--- src/source/armPkg.sv ---
`default_nettype none

package armPkg;

  localparam int dataWidth    = 32;  // Data word and PC width
  localparam int regAddrWidth = 4;   // Register number width
  localparam int regCount     = 16;  // Architectural registers R0..R15

  typedef logic [dataWidth-1:0]    word_t;
  typedef logic [regAddrWidth-1:0] regAddr_t;

  // R15 reads back as PC+8, as on ARM
  localparam regAddr_t pcRegNum = regAddr_t'(15);

  // ALU operations driven by the controller
  typedef enum logic [1:0] {
    aluAdd = 2'd0,
    aluSub = 2'd1,
    aluAnd = 2'd2,
    aluOrr = 2'd3
  } aluOp_t;

  // Immediate forms picked by the decoder
  typedef enum logic [1:0] {
    immByte   = 2'd0,  // Bits 7:0, zero extended
    immWord12 = 2'd1,  // Bits 11:0, zero extended
    immBranch = 2'd2   // Bits 23:0, sign extended, times 4
  } immSrc_t;

  // Bypass sources for the execute operands
  typedef enum logic [1:0] {
    fwdNone      = 2'd0,  // Register file value
    fwdWriteback = 2'd1,  // ResultW
    fwdMemory    = 2'd2   // AluOutM
  } forwardSel_t;

  typedef struct packed {
    logic n;  // Negative
    logic z;  // Zero
    logic c;  // Carry out, inverse borrow on subtract
    logic v;  // Signed overflow
  } aluFlags_t;

  localparam word_t nopInstr = '0;           // Flushed decode slot
  localparam word_t pcStep   = word_t'(4);   // One instruction

endpackage

`default_nettype wire

--- src/source/fetchStage.sv ---
`default_nettype none

module fetchStage import armPkg::*; (
  input  logic  clk,
  input  logic  rst,
  input  logic  stallF,        // Hold the PC
  input  logic  branchTakenE,  // Redirect from execute
  input  word_t branchTarget,  // Execute ALU result
  output word_t pcF,
  output word_t pcPlus4F
);

  word_t pcNextF;  // Candidate for the next PC

  assign pcPlus4F = pcF + pcStep;

  // Taken branch beats sequential fetch
  always_comb begin
    if (branchTakenE) begin
      pcNextF = branchTarget;
    end else begin
      pcNextF = pcPlus4F;
    end
  end

  // A branch still loads while fetch is stalled
  always_ff @(posedge clk) begin
    if (rst) begin
      pcF <= '0;
    end else if (branchTakenE || !stallF) begin
      pcF <= pcNextF;
    end
  end

endmodule

`default_nettype wire

--- src/source/decodeStage.sv ---
`default_nettype none

module decodeStage import armPkg::*; (
  input  logic     clk,
  input  logic     rst,
  input  logic     stallD,    // Keep the current instruction
  input  logic     flushD,    // Replace it with a NOP
  input  word_t    instrF,
  input  word_t    pcPlus4F,
  input  logic     [1:0] regSrcD,
  input  immSrc_t  immSrcD,
  input  word_t    rd1D,      // Register file read data
  input  word_t    rd2D,
  output regAddr_t ra1D,      // Register file read addresses
  output regAddr_t ra2D,
  output word_t    pcPlus8D,  // Feeds R15 reads
  output word_t    rd1E,
  output word_t    rd2E,
  output word_t    extImmE,
  output regAddr_t ra1E,
  output regAddr_t ra2E,
  output regAddr_t waE
);

  word_t instrD;
  word_t pcPlus4D;
  word_t extImmD;

  // Fetch to decode register
  always_ff @(posedge clk) begin
    if (rst) begin
      instrD   <= nopInstr;
      pcPlus4D <= '0;
    end else if (flushD) begin
      instrD   <= nopInstr;  // Bubble after a taken branch
      pcPlus4D <= '0;
    end else if (!stallD) begin
      instrD   <= instrF;
      pcPlus4D <= pcPlus4F;
    end
  end

  assign pcPlus8D = pcPlus4D + pcStep;

  // Rn, or R15 for PC relative forms
  assign ra1D = regSrcD[0] ? pcRegNum : instrD[19:16];
  // Rd for stores, Rm otherwise
  assign ra2D = regSrcD[1] ? instrD[15:12] : instrD[3:0];

  always_comb begin
    case (immSrcD)
      immByte:   extImmD = {24'd0, instrD[7:0]};
      immWord12: extImmD = {20'd0, instrD[11:0]};
      immBranch: extImmD = {{6{instrD[23]}}, instrD[23:0], 2'b00};  // Word offset
      default:   extImmD = '0;
    endcase
  end

  // Decode to execute registers, these never stall
  always_ff @(posedge clk) begin
    if (rst) begin
      rd1E    <= '0;
      rd2E    <= '0;
      extImmE <= '0;
      ra1E    <= '0;
      ra2E    <= '0;
      waE     <= '0;
    end else begin
      rd1E    <= rd1D;
      rd2E    <= rd2D;
      extImmE <= extImmD;
      ra1E    <= ra1D;
      ra2E    <= ra2D;
      waE     <= instrD[15:12];  // Destination Rd
    end
  end

endmodule

`default_nettype wire

--- src/source/registerFile.sv ---
`default_nettype none

module registerFile import armPkg::*; (
  input  logic     clk,
  input  logic     we,       // Writeback enable
  input  regAddr_t ra1,
  input  regAddr_t ra2,
  input  regAddr_t wa,
  input  word_t    wd,       // ResultW
  input  word_t    pcPlus8,  // Value seen for R15
  output word_t    rd1,
  output word_t    rd2,
  output word_t    r0,       // Observation of R0
  output word_t    r1        // Observation of R1
);

  word_t regs [regCount];

  // One read port, R15 first, then bypass of the write in flight
  function automatic word_t readPort(regAddr_t ra);
    word_t val;
    if (ra == pcRegNum) begin
      val = pcPlus8;
    end else if (we && (ra == wa)) begin
      val = wd;  // Write-through
    end else begin
      val = regs[ra];
    end
    return val;
  endfunction

  always_ff @(posedge clk) begin
    if (we) begin
      regs[wa] <= wd;
    end
  end

  assign rd1 = readPort(ra1);
  assign rd2 = readPort(ra2);

  assign r0 = regs[0];
  assign r1 = regs[1];

endmodule

`default_nettype wire

--- src/source/executeStage.sv ---
`default_nettype none

module executeStage import armPkg::*; (
  input  logic        clk,
  input  logic        rst,
  input  word_t       rd1E,
  input  word_t       rd2E,
  input  word_t       extImmE,
  input  word_t       resultW,      // Writeback bypass
  input  forwardSel_t forwardAE,
  input  forwardSel_t forwardBE,
  input  logic        aluSrcE,      // High selects the immediate
  input  aluOp_t      aluControlE,
  input  regAddr_t    waE,
  output word_t       aluResultE,   // Also the branch target
  output aluFlags_t   aluFlagsE,
  output word_t       aluOutM,
  output word_t       writeDataM,
  output regAddr_t    waM
);

  word_t srcAE;
  word_t srcBE;
  word_t writeDataE;  // Forwarded Rm or Rd
  word_t bInv;        // B, inverted for subtract
  logic  isSub;
  logic  carryOut;
  word_t sum;

  always_comb begin
    case (forwardAE)
      fwdWriteback: srcAE = resultW;
      fwdMemory:    srcAE = aluOutM;
      default:      srcAE = rd1E;
    endcase
  end

  // Store data shares the B bypass
  always_comb begin
    case (forwardBE)
      fwdWriteback: writeDataE = resultW;
      fwdMemory:    writeDataE = aluOutM;
      default:      writeDataE = rd2E;
    endcase
  end

  assign srcBE = aluSrcE ? extImmE : writeDataE;

  // Subtract as A + ~B + 1, so carry is the inverse borrow
  assign isSub = (aluControlE == aluSub);
  assign bInv  = isSub ? ~srcBE : srcBE;
  assign {carryOut, sum} = {1'b0, srcAE} + {1'b0, bInv} + {{dataWidth{1'b0}}, isSub};

  always_comb begin
    aluFlagsE.c = 1'b0;  // Logic ops leave C and V clear
    aluFlagsE.v = 1'b0;
    case (aluControlE)
      aluAnd: aluResultE = srcAE & srcBE;
      aluOrr: aluResultE = srcAE | srcBE;
      default: begin
        aluResultE  = sum;
        aluFlagsE.c = carryOut;
        // Same sign in, different sign out
        aluFlagsE.v = (srcAE[dataWidth-1] == bInv[dataWidth-1]) &&
                      (sum[dataWidth-1] != srcAE[dataWidth-1]);
      end
    endcase
    aluFlagsE.n = aluResultE[dataWidth-1];
    aluFlagsE.z = (aluResultE == '0);
  end

  // Execute to memory registers
  always_ff @(posedge clk) begin
    if (rst) begin
      aluOutM    <= '0;
      writeDataM <= '0;
      waM        <= '0;
    end else begin
      aluOutM    <= aluResultE;
      writeDataM <= writeDataE;  // Store data to data memory
      waM        <= waE;
    end
  end

endmodule

`default_nettype wire

--- src/source/memWritebackStage.sv ---
`default_nettype none

module memWritebackStage import armPkg::*; (
  input  logic     clk,
  input  logic     rst,
  input  word_t    aluOutM,
  input  word_t    readDataM,  // From the external data memory
  input  regAddr_t waM,
  input  logic     memtoRegW,  // High for loads
  output word_t    resultW,    // To the register file and bypass
  output regAddr_t waW
);

  word_t aluOutW;
  word_t readDataW;

  // Memory to writeback registers
  always_ff @(posedge clk) begin
    if (rst) begin
      aluOutW   <= '0;
      readDataW <= '0;
      waW       <= '0;
    end else begin
      aluOutW   <= aluOutM;
      readDataW <= readDataM;
      waW       <= waM;
    end
  end

  // Load data or ALU result
  always_comb begin
    if (memtoRegW) begin
      resultW = readDataW;
    end else begin
      resultW = aluOutW;
    end
  end

endmodule

`default_nettype wire

--- src/source/hazardMatch.sv ---
`default_nettype none

module hazardMatch import armPkg::*; (
  input  regAddr_t ra1D,
  input  regAddr_t ra2D,
  input  regAddr_t ra1E,
  input  regAddr_t ra2E,
  input  regAddr_t waE,
  input  regAddr_t waM,
  input  regAddr_t waW,
  output logic     match1EM,   // Source A in E against dest in M
  output logic     match1EW,   // Source A in E against dest in W
  output logic     match2EM,   // Source B in E against dest in M
  output logic     match2EW,   // Source B in E against dest in W
  output logic     match12DE   // Either D source against dest in E
);

  logic match1DE;
  logic match2DE;

  // Forwarding candidates
  assign match1EM = (ra1E == waM);
  assign match1EW = (ra1E == waW);
  assign match2EM = (ra2E == waM);
  assign match2EW = (ra2E == waW);

  // Load-use check, a load in E feeding decode
  assign match1DE  = (ra1D == waE);
  assign match2DE  = (ra2D == waE);
  assign match12DE = match1DE | match2DE;

endmodule

`default_nettype wire

--- src/source/armDatapath.sv ---
`default_nettype none

module armDatapath import armPkg::*; (
  input  logic        clk,
  input  logic        rst,
  input  word_t       instrF,        // From instruction memory
  input  word_t       readDataM,     // From data memory
  input  logic        stallF,
  input  logic        stallD,
  input  logic        flushD,
  input  logic        branchTakenE,
  input  logic        [1:0] regSrcD,
  input  immSrc_t     immSrcD,
  input  logic        aluSrcE,
  input  aluOp_t      aluControlE,
  input  forwardSel_t forwardAE,
  input  forwardSel_t forwardBE,
  input  logic        memtoRegW,
  input  logic        regWriteW,
  output word_t       pcF,
  output word_t       aluOutM,       // Data memory address
  output word_t       writeDataM,    // Data memory store data
  output aluFlags_t   aluFlagsE,
  output logic        match1EM,
  output logic        match1EW,
  output logic        match2EM,
  output logic        match2EW,
  output logic        match12DE,
  output word_t       r0,
  output word_t       r1
);

  word_t    pcPlus4F;
  word_t    pcPlus8D;
  word_t    rd1D;
  word_t    rd2D;
  word_t    rd1E;
  word_t    rd2E;
  word_t    extImmE;
  word_t    aluResultE;  // Branch target too
  word_t    resultW;
  regAddr_t ra1D;
  regAddr_t ra2D;
  regAddr_t ra1E;
  regAddr_t ra2E;
  regAddr_t waE;
  regAddr_t waM;
  regAddr_t waW;

  fetchStage fetchStage_i (
    .clk          (clk),
    .rst          (rst),
    .stallF       (stallF),
    .branchTakenE (branchTakenE),
    .branchTarget (aluResultE),
    .pcF          (pcF),
    .pcPlus4F     (pcPlus4F)
  );

  decodeStage decodeStage_i (
    .clk      (clk),
    .rst      (rst),
    .stallD   (stallD),
    .flushD   (flushD),
    .instrF   (instrF),
    .pcPlus4F (pcPlus4F),
    .regSrcD  (regSrcD),
    .immSrcD  (immSrcD),
    .rd1D     (rd1D),
    .rd2D     (rd2D),
    .ra1D     (ra1D),
    .ra2D     (ra2D),
    .pcPlus8D (pcPlus8D),
    .rd1E     (rd1E),
    .rd2E     (rd2E),
    .extImmE  (extImmE),
    .ra1E     (ra1E),
    .ra2E     (ra2E),
    .waE      (waE)
  );

  // Written from writeback, read in decode
  registerFile registerFile_i (
    .clk     (clk),
    .we      (regWriteW),
    .ra1     (ra1D),
    .ra2     (ra2D),
    .wa      (waW),
    .wd      (resultW),
    .pcPlus8 (pcPlus8D),
    .rd1     (rd1D),
    .rd2     (rd2D),
    .r0      (r0),
    .r1      (r1)
  );

  executeStage executeStage_i (
    .clk         (clk),
    .rst         (rst),
    .rd1E        (rd1E),
    .rd2E        (rd2E),
    .extImmE     (extImmE),
    .resultW     (resultW),
    .forwardAE   (forwardAE),
    .forwardBE   (forwardBE),
    .aluSrcE     (aluSrcE),
    .aluControlE (aluControlE),
    .waE         (waE),
    .aluResultE  (aluResultE),
    .aluFlagsE   (aluFlagsE),
    .aluOutM     (aluOutM),
    .writeDataM  (writeDataM),
    .waM         (waM)
  );

  memWritebackStage memWritebackStage_i (
    .clk       (clk),
    .rst       (rst),
    .aluOutM   (aluOutM),
    .readDataM (readDataM),
    .waM       (waM),
    .memtoRegW (memtoRegW),
    .resultW   (resultW),
    .waW       (waW)
  );

  // Raw compares for the external hazard unit
  hazardMatch hazardMatch_i (
    .ra1D      (ra1D),
    .ra2D      (ra2D),
    .ra1E      (ra1E),
    .ra2E      (ra2E),
    .waE       (waE),
    .waM       (waM),
    .waW       (waW),
    .match1EM  (match1EM),
    .match1EW  (match1EW),
    .match2EM  (match2EM),
    .match2EW  (match2EW),
    .match12DE (match12DE)
  );

endmodule

`default_nettype wire

--- config.mk ---
export PLATFORM = sky130hd
export DESIGN_NAME = armDatapath
export DESIGN_NICKNAME = d
export VERILOG_FILES = /design/src/source/armPkg.sv /design/src/source/fetchStage.sv /design/src/source/decodeStage.sv /design/src/source/registerFile.sv /design/src/source/executeStage.sv /design/src/source/memWritebackStage.sv /design/src/source/hazardMatch.sv /design/src/source/armDatapath.sv
export SDC_FILE = /design/constraint.sdc
export NUM_CORES = 2
export LEC_CHECK = 0
export BUFFER_PORTS_ARGS = -buffer_cell sky130_fd_sc_hd__buf_2
export CAP_MARGIN = 20
export CORE_MARGIN = 3
export CORE_UTILIZATION = 40
export DETAILED_ROUTE_END_ITERATION = 8
export GPL_TIMING_DRIVEN = 0
export PLACE_DENSITY = 0.58
export SYNTH_ARGS = -nofsm -noshare
export SYNTH_HDL_FRONTEND = slang
export SYNTH_SLANG_ARGS = --single-unit
--- constraint.sdc ---
create_clock -name clk -period 14.7 [get_ports clk]
set_input_delay 2.94 -clock clk [delete_from_list [all_inputs] [get_ports clk]]
set_output_delay 2.94 -clock clk [all_outputs]
set_load 0.02 [all_outputs]
==> metrics <==
DRC=0; Antenna Nets Post-Route=0; Buf+Inv Stages, Crit Path=7; vias in the first global route=32142; PwrDens=126.7 nW/um^2; Slew Limit Headroom=16.84%; Avg Cell Area, Syn=11.45 um^2; CP startpoint kind=primary input; reg2reg path depth=13; Critical Path Fanout Max=10; worst r2r dst=fetchStage_i.pcF[28]; top-count cell post-synth=edfxtp_1; R2R Setup Slk=8780 ps; CP Capture Point=aluFlagsE[2]; gr ovfl total=0; Post-Route WL=176700 um; Max Slew Vio Count=0; CTS tree=yes; critical path's top delay family=buffers and inverters; crit-path most repeated cell=clkbuf_1; Hold Buf Count CTS=0; clk sinks=838; cell internal pwr=0.004324 W; Clock transition at path regs=60 ps; final hold viol count=0; hold slack=479.0 ps; post-synth net total=3735; # setup viols final=0; share of layout cells above drive strength 1=18.48%; Final period util=88.42%; RSZ-0062 raised after global routing=false; via count=33867; Final Power=0.006110 W; total track usage=32.19%; register area share after synthesis=52.93%; critical path's largest stage delay=710 ps; most frequent cells after synthesis=edfxtp_1, nor2_1, dfxtp_1, nand2_1, clkbuf_1; Iter 0 DRT Violations=4701; Vias/cell=6.227; Yosys top cell by area=edfxtp_1; Sw Ratio=29.23%; area occupied by multi-input gates=18330 um^2; main flop type after synthesis=edfxtp_1; # Post-CTS Setup Buffers=0; fillcell total=9555; Seq cells post-synth=838; Final Wtd Congestion=0.9937; Crit Path Class=in2out; nets@finish=4113; register share of total power=43.7%; leak pwr=17.41 nW; EDFF count, synth=512; DRT Pass-1 Iters=7; Setup crit end kind=output port; H-tree lvl count=3; Yosys warning total=0; HPWL after DPL=135900 um; Synth area leaders=edfxtp_1, dfxtp_1, mux4_2; pin count of the biggest net entering global routing=24; Die ar.=107300 um^2; Core Region=102200 um^2; post-CTS sizing=0; Layout area overhead=16.56%; Hold/Removal Path Class=reg2reg; initial antenna violation count=8; Num CTS Buffers=92; peak supply drop=0.00008320 V; Die Ht=327.6 um; Port-buffer cells=237; critical path arrival=10060 ps; Comb pwr share=16.1%; stages on the worst setup path=22; row cnt=117; crit path time final=13000 ps; later-pin clock latency in the skew report=700 ps; Worst Tran Pin Value=1247 ps; CTS root buffer=clkbuf_16; clock power share=40.2%; share of flip-flops with an asynchronous set or reset=0%; I/O pins=252; count of cell types in the netlist=86; die width=327.6 um; Cells after Synth=3614; Hold Path Cell Cnt=1; r2r startpoint=memWritebackStage_i.readDataW[1]; max cap viols=0; share of the synthesized area in the top cell type=37.15%; Critical Path Start=forwardBE[0]; slowest CP cell=mux2i_1; Reg area=21900 um^2; routed len/inst=32.48 um; CP required=11760 ps; Setup TNS=0 ps; post-synthesis instance area=41380 um^2; first-pass GRT wire length=245700 um; crit path cell chain=buf_2 -> inv_1 -> ha_1 -> clkbuf_1 -> clkbuf_1 -> buf_1 -> nand2_1 -> a31oi_1 -> xnor2_1 -> ha_1 -> clkbuf_1 -> nand2_1 -> o21ai_0 -> a21oi_1 -> a31oi_1 -> xor2_1 -> mux2i_1 -> nand4_1 -> nor4_1 -> nand4_1 -> nor2_1 -> buf_2; switching power of the nets=0.001786 W; fmax=76.94 MHz; Starting Density=40.50%; CTS max path bufs=3; status=completed; clock skew=37.44 ps
## logic make-up (layout without fill, tap and decap cells)
group                    after synthesis  after routing  share of synthesized area [%]
other                                  0              2                              0
AND/OR/NAND/NOR                     1009           1009                          11.26
XOR/XNOR                             161            161                          3.408
AO/OA/AOI/OAI                        785            785                          12.49
adder cells (fa/ha/maj)               56             56                          1.603
flip-flops                           838            838                          52.93
buffers and inverters                310            765                          3.057
multiplexers                         455            455                          15.26
## routing by layer
layer  vias to the layer above  track usage [%]  share of wire (%)
li1                      14366                -                  -
met1                     16865            45.59                 42
met2                      2217            46.59                 42
met3                       417            7.863                 11
met4                         2            14.59                5.1
met5                         -                0             0.0074
## sequential cells by signal, summed over array words and instances (netlist names)
register,count
memWritebackStage_i.waW,4
registerFile_i.regs,512
executeStage_i.writeDataM,32
memWritebackStage_i.readDataW,32
decodeStage_i.ra1E,4
decodeStage_i.rd2E,32
memWritebackStage_i.aluOutW,32
decodeStage_i.pcPlus4D,32
decodeStage_i.waE,4
executeStage_i.aluOutM,32
decodeStage_i.rd1E,32
decodeStage_i.extImmE,26
executeStage_i.waM,4
decodeStage_i.instrD,24
fetchStage_i.pcF,32
decodeStage_i.ra2E,4
## layout by cell type, fill, tap and decap left out, types with 14 or more instances in the layout
master / n
a22oi_1: 58
a211oi_1: 129
buf_1: 30
o21a_1: 14
xnor2_1: 91
and3_1: 36
nand3_1: 57
nor2b_1: 88
edfxtp_1: 512
nor3_1: 32
and2_1: 48
o21ai_0: 107
o22ai_1: 41
buf_6: 20
buf_2: 260
a21o_1: 16
nor2_1: 411
nand2b_1: 18
maj3_1: 18
clkbuf_1: 225
nand4_1: 17
a221o_1: 16
ha_1: 37
clkbuf_16: 95
inv_1: 31
mux2_2: 116
a221oi_1: 21
mux2i_1: 210
nand2_1: 224
mux4_2: 129
o211ai_1: 17
dfxtp_1: 326
o221ai_1: 37
xor2_1: 70
a31oi_1: 74
a21oi_1: 197
## area by class of cell
| class | count | share of cell area (%) |
|---|---|---|
| sequential | 838 | 45.40 |
| multi-input combinational | 2466 | 38.00 |
| clock buffer | 114 | 5.180 |
| timing repair buffer | 284 | 3.764 |
| tap | 1368 | 3.549 |
| buffer | 277 | 2.366 |
| clock inverter | 57 | 1.468 |
| inverter | 33 | 0.2568 |
| antenna | 2 | 0.01038 |
## per-stage QoR
step,area [um^2],setup slack (ps),cells,util (%)
global route,48230,1337,5437,47.20
global placement,44280,1806,5219,43.33
CTS,48190,1878,5432,47.16
finish,48240,1702,5439,47.21
floorplan,41380,4454,3614,-
detailed placement,44980,1921,5261,44.02
## power groups by stage
stage	clock network, W	registers, W	logic (W)
floorplan	0	0.00270	0.000521
global placement	0	0.00272	0.000940
detailed placement	0	0.00271	0.000947
CTS	0.00247	0.00266	0.000953
global route	0.00257	0.00267	0.00103
finish	0.00246	0.00267	0.000983
## worst min path at each step
stage,from,endpoint
after detailed placement,decodeStage_i.instrD[21],decodeStage_i.extImmE[23]
after floorplan,decodeStage_i.instrD[20],decodeStage_i.extImmE[22]
after global routing,decodeStage_i.instrD[5],decodeStage_i.extImmE[5]
final,decodeStage_i.instrD[21],decodeStage_i.extImmE[23]
after CTS,decodeStage_i.instrD[21],decodeStage_i.extImmE[23]
after global placement,decodeStage_i.instrD[20],decodeStage_i.extImmE[22]
Note: power is estimated with default switching activity, not from simulation.
